--- config.mk ---
export PLATFORM = sky130hd
export DESIGN_NAME = carbon_boot_top
export DESIGN_NICKNAME = d
export VERILOG_FILES = /design/src/boot_pkg.sv /design/src/csr_apb_master.sv /design/src/boot_init_seq.sv /design/src/platform_csr_regs.sv /design/src/mmio_regs.sv /design/src/carbon_boot_top.sv
export SDC_FILE = /design/constraint.sdc
export NUM_CORES = 1
export LEC_CHECK = 0
export BUFFER_PORTS_ARGS = -buffer_cell sky130_fd_sc_hd__clkbuf_2
export CORE_MARGIN = 3
export CORE_UTILIZATION = 51
export DETAILED_ROUTE_END_ITERATION = 10
export PLACE_DENSITY = 0.91
export RECOVER_POWER = 100
export SETUP_SLACK_MARGIN = 0.5
export SLEW_MARGIN = 0
export SYNTH_ARGS = -nofsm -noshare
export SYNTH_HDL_FRONTEND = slang
export SYNTH_HIERARCHICAL = 1
export SYNTH_SLANG_ARGS = --single-unit
--- constraint.sdc ---
create_clock -name clk -period 2.6 [get_ports clk]
set_clock_uncertainty 0.05 [all_clocks]
set_input_delay 0.13 -clock clk [delete_from_list [all_inputs] [get_ports clk]]
set_output_delay 0.13 -clock clk [all_outputs]
set_load 0.1 [all_outputs]
--- src/boot_pkg.sv ---
// ----------------------------------------------------------------------
// Boot platform shared definitions
// ----------------------------------------------------------------------

package boot_pkg;

  // ----------------------------------------------------------------------
  // Bus widths
  // ----------------------------------------------------------------------
  localparam int unsigned ADDR_W = 32;
  localparam int unsigned DATA_W = 32;

  // ----------------------------------------------------------------------
  // Internal CSR bus offsets
  // ----------------------------------------------------------------------
  typedef logic [7:0] csr_addr_t;

  localparam csr_addr_t CSR_MODEFLAGS  = 8'h00;
  localparam csr_addr_t CSR_ACCEL_CTRL = 8'h04;
  localparam csr_addr_t CSR_ACCEL_MODE = 8'h08;
  localparam csr_addr_t CSR_COMP_BASE  = 8'h0C;

  // ----------------------------------------------------------------------
  // Host MMIO offsets
  // ----------------------------------------------------------------------
  typedef logic [7:0] mmio_addr_t;

  localparam mmio_addr_t MMIO_SIGNATURE = 8'h00;
  localparam mmio_addr_t MMIO_POWEROFF  = 8'h04;
  localparam mmio_addr_t MMIO_STATUS    = 8'h08;
  localparam mmio_addr_t MMIO_COMP_BASE = 8'h0C;

  // ----------------------------------------------------------------------
  // Enums
  // ----------------------------------------------------------------------
  // Accelerator operating mode, as held in the mode register
  typedef enum logic [7:0] {
    ACCEL_MODE_NATIVE = 8'h00,
    ACCEL_MODE_AM9511 = 8'h01,
    ACCEL_MODE_AM9513 = 8'h02
  } accel_mode_e;

  // Boot sequencer steps, one per configuration write
  typedef enum logic [2:0] {
    STEP_MODEFLAGS,
    STEP_ACCEL_CTRL,
    STEP_ACCEL_MODE,
    STEP_COMP_BASE,
    STEP_DONE
  } init_step_e;

  // ----------------------------------------------------------------------
  // Boot values and reset values
  // ----------------------------------------------------------------------
  // Native-mode bit only
  localparam logic [7:0]        DEFAULT_MODE_FLAGS = 8'h04;
  localparam logic [DATA_W-1:0] DEFAULT_COMP_BASE  = 32'h0000_0500;
  localparam logic [DATA_W-1:0] ACCEL_CTRL_ENABLE  = 32'h0000_0001;

  localparam logic [7:0]        MODE_FLAGS_RESET = 8'h00;
  localparam logic [DATA_W-1:0] COMP_BASE_RESET  = 32'h0000_0000;
  localparam logic [DATA_W-1:0] SIGNATURE_RESET  = 32'h0000_0000;

endpackage : boot_pkg

--- src/csr_apb_master.sv ---
// ----------------------------------------------------------------------
// Single-write APB master for the CSR bus
// ----------------------------------------------------------------------
`timescale 1ns/10ps

module csr_apb_master (
  input  logic                        clk,
  input  logic                        rst_n,
  input  logic                        start,
  input  boot_pkg::csr_addr_t         addr,
  input  logic [boot_pkg::DATA_W-1:0] wdata,
  input  logic                        csr_pready,
  output logic                        busy,
  output logic                        done,
  output logic                        csr_psel,
  output logic                        csr_penable,
  output boot_pkg::csr_addr_t         csr_paddr,
  output logic [boot_pkg::DATA_W-1:0] csr_pwdata
);

  typedef enum logic [1:0] {
    PH_IDLE,
    PH_SETUP,
    PH_ACCESS
  } phase_e;

  phase_e                        phase_q;
  logic                          done_q;
  boot_pkg::csr_addr_t           addr_q;
  logic [boot_pkg::DATA_W-1:0]   wdata_q;

  // Phase machine, one write per accepted start
  always_ff @(posedge clk or negedge rst_n) begin
    if (!rst_n) begin
      phase_q <= PH_IDLE;
      done_q  <= 1'b0;
    end else begin
      done_q <= 1'b0;
      case (phase_q)
        PH_IDLE: begin
          if (start) phase_q <= PH_SETUP;
        end
        PH_SETUP: begin
          phase_q <= PH_ACCESS;
        end
        PH_ACCESS: begin
          // Target may stretch the access phase
          if (csr_pready) begin
            phase_q <= PH_IDLE;
            done_q  <= 1'b1;
          end
        end
        default: begin
          phase_q <= PH_IDLE;
        end
      endcase
    end
  end

  // Request captured with start
  always_ff @(posedge clk) begin
    if (start && (phase_q == PH_IDLE)) begin
      addr_q  <= addr;
      wdata_q <= wdata;
    end
  end

  // Busy covers the done cycle as well
  assign busy        = (phase_q != PH_IDLE) || done_q;
  assign done        = done_q;
  assign csr_psel    = (phase_q != PH_IDLE);
  assign csr_penable = (phase_q == PH_ACCESS);
  assign csr_paddr   = addr_q;
  assign csr_pwdata  = wdata_q;

endmodule : csr_apb_master

--- src/boot_init_seq.sv ---
// ----------------------------------------------------------------------
// Boot configuration sequencer and CPU release
// ----------------------------------------------------------------------
`timescale 1ns/10ps

module boot_init_seq #(
  parameter logic [7:0]            MODE_FLAGS = boot_pkg::DEFAULT_MODE_FLAGS,
  parameter boot_pkg::accel_mode_e ACCEL_MODE = boot_pkg::ACCEL_MODE_AM9513
) (
  input  logic                        clk,
  input  logic                        rst_n,
  input  logic                        busy,
  input  logic                        done,
  output logic                        start,
  output boot_pkg::csr_addr_t         addr,
  output logic [boot_pkg::DATA_W-1:0] wdata,
  output logic                        cpu_halt,
  output logic                        cpu_run
);

  boot_pkg::init_step_e step_q;
  boot_pkg::init_step_e step_next;
  logic                 issued_q;

  // ----------------------------------------------------------------------
  // Per-step register offset and value
  // ----------------------------------------------------------------------
  always_comb begin
    addr  = '0;
    wdata = '0;
    case (step_q)
      boot_pkg::STEP_MODEFLAGS: begin
        addr  = boot_pkg::CSR_MODEFLAGS;
        wdata = {24'h00_0000, MODE_FLAGS};
      end
      boot_pkg::STEP_ACCEL_CTRL: begin
        addr  = boot_pkg::CSR_ACCEL_CTRL;
        wdata = boot_pkg::ACCEL_CTRL_ENABLE;
      end
      boot_pkg::STEP_ACCEL_MODE: begin
        addr  = boot_pkg::CSR_ACCEL_MODE;
        wdata = {24'h00_0000, ACCEL_MODE};
      end
      boot_pkg::STEP_COMP_BASE: begin
        addr  = boot_pkg::CSR_COMP_BASE;
        wdata = boot_pkg::DEFAULT_COMP_BASE;
      end
      default: begin
      end
    endcase
  end

  // Steps are numbered in write order
  assign step_next = boot_pkg::init_step_e'(step_q + 3'd1);

  // ----------------------------------------------------------------------
  // Step control
  // ----------------------------------------------------------------------
  always_ff @(posedge clk or negedge rst_n) begin
    if (!rst_n) begin
      step_q   <= boot_pkg::STEP_MODEFLAGS;
      issued_q <= 1'b0;
      start    <= 1'b0;
      cpu_halt <= 1'b1;
      cpu_run  <= 1'b0;
    end else begin
      start   <= 1'b0;
      cpu_run <= 1'b0;
      if (done) begin
        step_q <= step_next;
        if (step_q == boot_pkg::STEP_COMP_BASE) begin
          issued_q <= 1'b0;
          // Halt never comes back, so this fires once
          if (cpu_halt) begin
            cpu_halt <= 1'b0;
            cpu_run  <= 1'b1;
          end
        end else begin
          // Next write goes out right behind the done
          start    <= 1'b1;
          issued_q <= 1'b1;
        end
      end else if ((step_q != boot_pkg::STEP_DONE) && !issued_q && !busy) begin
        start    <= 1'b1;
        issued_q <= 1'b1;
      end
    end
  end

endmodule : boot_init_seq

--- src/platform_csr_regs.sv ---
// ----------------------------------------------------------------------
// Platform configuration registers
// ----------------------------------------------------------------------
`timescale 1ns/10ps

module platform_csr_regs (
  input  logic                        clk,
  input  logic                        rst_n,
  input  logic                        csr_psel,
  input  logic                        csr_penable,
  input  boot_pkg::csr_addr_t         csr_paddr,
  input  logic [boot_pkg::DATA_W-1:0] csr_pwdata,
  output logic                        csr_pready,
  output logic [7:0]                  mode_flags,
  output logic                        accel_enable,
  output boot_pkg::accel_mode_e       accel_mode,
  output logic [boot_pkg::DATA_W-1:0] comp_base
);

  logic wr_en;

  // Zero wait states
  assign csr_pready = 1'b1;

  // Write completes in the access phase
  assign wr_en = csr_psel && csr_penable && csr_pready;

  // ----------------------------------------------------------------------
  // Register file
  // ----------------------------------------------------------------------
  always_ff @(posedge clk or negedge rst_n) begin
    if (!rst_n) begin
      mode_flags   <= boot_pkg::MODE_FLAGS_RESET;
      accel_enable <= 1'b0;
      accel_mode   <= boot_pkg::ACCEL_MODE_NATIVE;
      comp_base    <= boot_pkg::COMP_BASE_RESET;
    end else if (wr_en) begin
      case (csr_paddr)
        boot_pkg::CSR_MODEFLAGS: begin
          mode_flags <= csr_pwdata[7:0];
        end
        boot_pkg::CSR_ACCEL_CTRL: begin
          // Enable lives in bit 0
          accel_enable <= csr_pwdata[0];
        end
        boot_pkg::CSR_ACCEL_MODE: begin
          accel_mode <= boot_pkg::accel_mode_e'(csr_pwdata[7:0]);
        end
        boot_pkg::CSR_COMP_BASE: begin
          comp_base <= csr_pwdata;
        end
        default: begin
          // Unknown offsets dropped
        end
      endcase
    end
  end

endmodule : platform_csr_regs

--- src/mmio_regs.sv ---
// ----------------------------------------------------------------------
// Host MMIO register block
// ----------------------------------------------------------------------
`timescale 1ns/10ps

module mmio_regs (
  input  logic                        clk,
  input  logic                        rst_n,
  input  logic                        psel,
  input  logic                        penable,
  input  logic                        pwrite,
  input  boot_pkg::mmio_addr_t        paddr,
  input  logic [boot_pkg::DATA_W-1:0] pwdata,
  input  logic                        cpu_halt,
  input  logic [7:0]                  mode_flags,
  input  logic                        accel_enable,
  input  boot_pkg::accel_mode_e       accel_mode,
  input  logic [boot_pkg::DATA_W-1:0] comp_base,
  output logic [boot_pkg::DATA_W-1:0] prdata,
  output logic                        pready,
  output logic                        pslverr,
  output logic [boot_pkg::DATA_W-1:0] signature,
  output logic                        poweroff
);

  logic                        access;
  logic                        bad_req;
  logic                        wr_en;
  logic [boot_pkg::DATA_W-1:0] status_word;
  logic [boot_pkg::DATA_W-1:0] rd_mux;

  assign pready = 1'b1;
  assign access = psel && penable;

  // Flags, mode and enable packed low, rest zero
  always_comb begin
    status_word        = '0;
    status_word[7:0]   = mode_flags;
    status_word[15:8]  = accel_mode;
    status_word[16]    = accel_enable;
  end

  // ----------------------------------------------------------------------
  // Decode and read mux
  // ----------------------------------------------------------------------
  always_comb begin
    bad_req = 1'b0;
    rd_mux  = '0;
    case (paddr)
      boot_pkg::MMIO_SIGNATURE: rd_mux = signature;
      boot_pkg::MMIO_POWEROFF:  rd_mux = {{(boot_pkg::DATA_W-1){1'b0}}, poweroff};
      boot_pkg::MMIO_STATUS: begin
        rd_mux  = status_word;
        bad_req = pwrite;
      end
      boot_pkg::MMIO_COMP_BASE: begin
        rd_mux  = comp_base;
        bad_req = pwrite;
      end
      default: bad_req = 1'b1;
    endcase
    // Port closed until the CPU is released
    if (cpu_halt) bad_req = 1'b1;
  end

  assign pslverr = access && bad_req;
  assign prdata  = (access && !pwrite && !bad_req) ? rd_mux : '0;
  assign wr_en   = access && pwrite && !bad_req;

  // ----------------------------------------------------------------------
  // Writable registers
  // ----------------------------------------------------------------------
  always_ff @(posedge clk or negedge rst_n) begin
    if (!rst_n) begin
      signature <= boot_pkg::SIGNATURE_RESET;
      poweroff  <= 1'b0;
    end else if (wr_en) begin
      if (paddr == boot_pkg::MMIO_SIGNATURE) signature <= pwdata;
      // Sticky until reset
      if ((paddr == boot_pkg::MMIO_POWEROFF) && pwdata[0]) poweroff <= 1'b1;
    end
  end

endmodule : mmio_regs

--- src/carbon_boot_top.sv ---
// ----------------------------------------------------------------------
// Boot platform top level
// ----------------------------------------------------------------------
`timescale 1ns/10ps

module carbon_boot_top #(
  parameter logic [7:0]            MODE_FLAGS = boot_pkg::DEFAULT_MODE_FLAGS,
  parameter boot_pkg::accel_mode_e ACCEL_MODE = boot_pkg::ACCEL_MODE_AM9513
) (
  input  logic                        clk,
  input  logic                        rst_n,
  // Host APB port
  input  logic                        psel,
  input  logic                        penable,
  input  logic                        pwrite,
  input  logic [boot_pkg::ADDR_W-1:0] paddr,
  input  logic [boot_pkg::DATA_W-1:0] pwdata,
  output logic [boot_pkg::DATA_W-1:0] prdata,
  output logic                        pready,
  output logic                        pslverr,
  // CPU control and status
  output logic                        cpu_halt,
  output logic                        cpu_run,
  output logic [boot_pkg::DATA_W-1:0] signature,
  output logic                        poweroff
);

  // Sequencer to master
  logic                        start;
  logic                        busy;
  logic                        done;
  boot_pkg::csr_addr_t         seq_addr;
  logic [boot_pkg::DATA_W-1:0] seq_wdata;

  // Internal CSR bus
  logic                        csr_psel;
  logic                        csr_penable;
  boot_pkg::csr_addr_t         csr_paddr;
  logic [boot_pkg::DATA_W-1:0] csr_pwdata;
  logic                        csr_pready;

  // Configuration seen by the MMIO block
  logic [7:0]                  mode_flags;
  logic                        accel_enable;
  boot_pkg::accel_mode_e       accel_mode;
  logic [boot_pkg::DATA_W-1:0] comp_base;

  boot_init_seq #(
    .MODE_FLAGS(MODE_FLAGS),
    .ACCEL_MODE(ACCEL_MODE)
  ) u_init_seq (
    .clk(clk),
    .rst_n(rst_n),
    .busy(busy),
    .done(done),
    .start(start),
    .addr(seq_addr),
    .wdata(seq_wdata),
    .cpu_halt(cpu_halt),
    .cpu_run(cpu_run)
  );

  csr_apb_master u_csr_master (
    .clk(clk),
    .rst_n(rst_n),
    .start(start),
    .addr(seq_addr),
    .wdata(seq_wdata),
    .csr_pready(csr_pready),
    .busy(busy),
    .done(done),
    .csr_psel(csr_psel),
    .csr_penable(csr_penable),
    .csr_paddr(csr_paddr),
    .csr_pwdata(csr_pwdata)
  );

  platform_csr_regs u_csr_regs (
    .clk(clk),
    .rst_n(rst_n),
    .csr_psel(csr_psel),
    .csr_penable(csr_penable),
    .csr_paddr(csr_paddr),
    .csr_pwdata(csr_pwdata),
    .csr_pready(csr_pready),
    .mode_flags(mode_flags),
    .accel_enable(accel_enable),
    .accel_mode(accel_mode),
    .comp_base(comp_base)
  );

  // Only the low offset bits select a register
  mmio_regs u_mmio (
    .clk(clk),
    .rst_n(rst_n),
    .psel(psel),
    .penable(penable),
    .pwrite(pwrite),
    .paddr(paddr[$bits(boot_pkg::mmio_addr_t)-1:0]),
    .pwdata(pwdata),
    .cpu_halt(cpu_halt),
    .mode_flags(mode_flags),
    .accel_enable(accel_enable),
    .accel_mode(accel_mode),
    .comp_base(comp_base),
    .prdata(prdata),
    .pready(pready),
    .pslverr(pslverr),
    .signature(signature),
    .poweroff(poweroff)
  );

endmodule : carbon_boot_top

==> results_dict.tcl <==
set metrics [dict create \
    maxSlewHeadroom 0.1696 \
    num_io_pins 138 \
    cp.arrival_ns 2.54 \
    rsz0062_at_grt "true" \
    diodes 0 \
    end_kind "flop" \
    finalCritPeriodShare 0.8830 \
    synthTopCellsByArea "dfrtp_1 37%, edfxtp_1 20%, mux2_4 15%" \
    drv_cap 0 \
    fmax_ghz 0.4356 \
    drc 0 \
    clock-root-buffer "clkbuf_16" \
    ys_seq_area_frac 0.5746 \
    numPortBuffers 112 \
    ant_nets 0 \
    fin_crit_ns 2.296 \
    worst_pin_slew_ns 1.251 \
    clk_pin_slew_worst_paths_ns 0.06 \
    cp_slowest_cell "dfrtp_1" \
    grt_pass1_wl_microns 26570 \
    dieArea_sq_um 13310 \
    leakagePower_uw 0.003662 \
    cp_max_fo 16 \
    fin_nets 637 \
    status "finished, final reports clean" \
    synth_warnings 6 \
    hpwl_microns 9138 \
    start_util 0.5274 \
    cts.sinks 132 \
    grt_max_degree 49 \
    crit_buf_inv 1 \
    drt_wl_total_microns 17320 \
    drive_above_1_share 0.3559 \
    tns_ns 0 \
    synth_ff_type "dfrtp_1" \
    antenna_found_initial 0 \
    max_stage_delay_ns 0.40 \
    startpoint_type "flop" \
    routed-via-count 4005 \
    synth.avg_cell_area_sq_um 14.99 \
    power_density_nw_per_um2 691.4 \
    cts_tree "done" \
    via_per_inst 5.570 \
    critical_path_required_ns 2.85 \
    grt_pass1_vias 4411 \
    gp_congestion 0.8120 \
    min_path_type "primary input to flop" \
    syn_area_sq_um 6100 \
    fp-row-count 39 \
    htreeDepth 4 \
    worstSetupPathType "flop to flop" \
    synth.largest_area_cell "dfrtp_1" \
    hold_violations 0 \
    crit_chain "or2_0, and4bb_1, and4_1, clkbuf_4, mux2_1" \
    first_iter_violations 296 \
    netlist_instances 407 \
    clock_latency_ns 0.42 \
    yosysUniqueCellTypes 42 \
    coreArea_sq_um 11560 \
    clockBufferDepth 2 \
    finalMaxSlewViolations 0 \
    syn_to_final_growth_pct 34.73 \
    die_w_microns 115.4 \
    vdd_drop_max_v 0.0004469 \
    grt_overflow 0 \
    wl_per_cell_microns 24.08 \
    finalSetupViolations 0 \
    synth_top_area_share 0.3733 \
    finalHoldWorstSlack_ns 0.08083 \
    first_pass_iters 5 \
    crit_family "simple AND/OR/NAND/NOR gates" \
    synth_edf_count 40 \
    fp.dieH_microns 115.4 \
    synthArstFlopShare 0.6970 \
    track_usage 0.2748 \
    cts_buffers 17 \
    ys_seq_elements 132 \
]
==> synthesized netlist by cell type, types with 3 or more instances <==
cell type   n
buf_12      3
buf_6       4
buf_4      38
a22oi_1    32
dfrtp_1    91
ha_1        5
clkbuf_1   10
mux2_4     60
inv_1       4
edfxtp_1   40
mux2_2     37
nand2_1     3
and2_1      3
conb_1      3
nor2_1     37
and2b_2     4
==> state kept, by name, summed over array words and instances (netlist names), 2 cells and up <==
signal / cells
u_csr_master/csr_pwdata: 32
u_csr_regs/comp_base: 32
u_mmio/signature: 32
u_csr_master/csr_paddr: 8
u_csr_regs/accel_mode: 8
u_csr_regs/mode_flags: 8
u_init_seq/step_q: 3
u_csr_master/phase_q: 2
==> worst paths after layout <==
| kind | from | to | slack (ns) | cells past startpoint |
|---|---|---|---|---|
| worst min-delay path | paddr[5] | u_mmio/poweroff | 0.08 | 3 |
| worst min register to register | u_csr_master/csr_pwdata[30] | u_csr_regs/comp_base[30] | 0.42 | 1 |
| worst max register to register | u_csr_master/phase_q[1] | u_csr_regs/comp_base[17] | 0.30 | 5 |
| max in group asynchronous | rst_n | u_csr_regs/comp_base[5] | 1.20 | 3 |
| worst max-delay path | u_csr_master/phase_q[1] | u_csr_regs/comp_base[17] | 0.30 | 5 |
| min in group asynchronous | rst_n | u_csr_regs/accel_mode[7] | 0.43 | 2 |
==> report_power, final <==
group          internal [uW]  total (uW)  switching, uW
clock                   1720        2680            956
combinational            201         571            370
sequential              2320        2430            113
==> repair_timing <==
action | 4_1_cts | 5_1_grt
gates cloned | 3 | 1
pin swaps | 16 | 7
setup buffers | 4 | 0
gates resized for setup | 21 | 3
hold buffers | 33 | 0
endpoints found under the hold margin | 75 | 0
endpoints found under the setup margin | 54 | 57
==> worst min-delay path, cell delays in order <==
cell      delay (ns)
clkbuf_2        0.09
nor3_2          0.07
a41o_1          0.23
==> layer usage <==
metal  global-route usage  wire (microns)
met5                    0               0
met4               0.1283             541
met3              0.06263            1008
met2               0.4699            9209
met1               0.3301            6558
==> logic make-up (layout without fill, tap and decap cells) <==
kind of cell | after synthesis | after routing | share of synthesized area
simple gates | 66 | 66 | 0.06646
flops | 132 | 132 | 0.5746
buf+inv | 61 | 198 | 0.07426
xor+xnor | 1 | 1 | 0.001436
fa+ha+maj | 5 | 5 | 0.01026
mux | 100 | 100 | 0.2230
other cells | 3 | 35 | 0.001846
compound gates | 39 | 39 | 0.04820
==> area by class of cell <==
type                    count  area (sq um)
flip-flops and latches    132          3505
fillers                   713          3347
multi-input cells         246          2308
repair buffers            162          1564
clock buffers              18         439.2
clock inverters            14         207.7
well taps                 143         178.9
inverters                   4         15.01
==> cells in the final DEF (no fill, tap or decap), drive strengths merged, types with 3 or more instances in the layout <==
cell type | Yosys | layout
clkinv | 0 | 6
mux2 | 97 | 97
conb | 3 | 35
nand4b | 3 | 3
dlygate4sd3 | 0 | 33
dfrtp | 91 | 91
buf | 47 | 43
and2b | 4 | 4
edfxtp | 40 | 40
inv | 4 | 5
nor2 | 37 | 37
nand2 | 3 | 3
ha | 5 | 5
and2 | 3 | 3
a22oi | 32 | 32
bufinv | 0 | 5
clkbuf | 10 | 104
==> stage by stage <==
step	instance area [sq um]	std cells	util	setup slack, ns	power [uW]
after floorplan	6480	439	-	0.2802	2821
after global placement	7295	646	0.6307	0.5382	2917
after detailed placement	7295	646	0.6307	0.4825	2977
after CTS	8474	718	0.7328	0.3374	5640
after global routing	8218	719	0.7106	0.2255	5865
final	8218	719	0.7106	0.3041	5682
(Power assumes the default switching activity.)
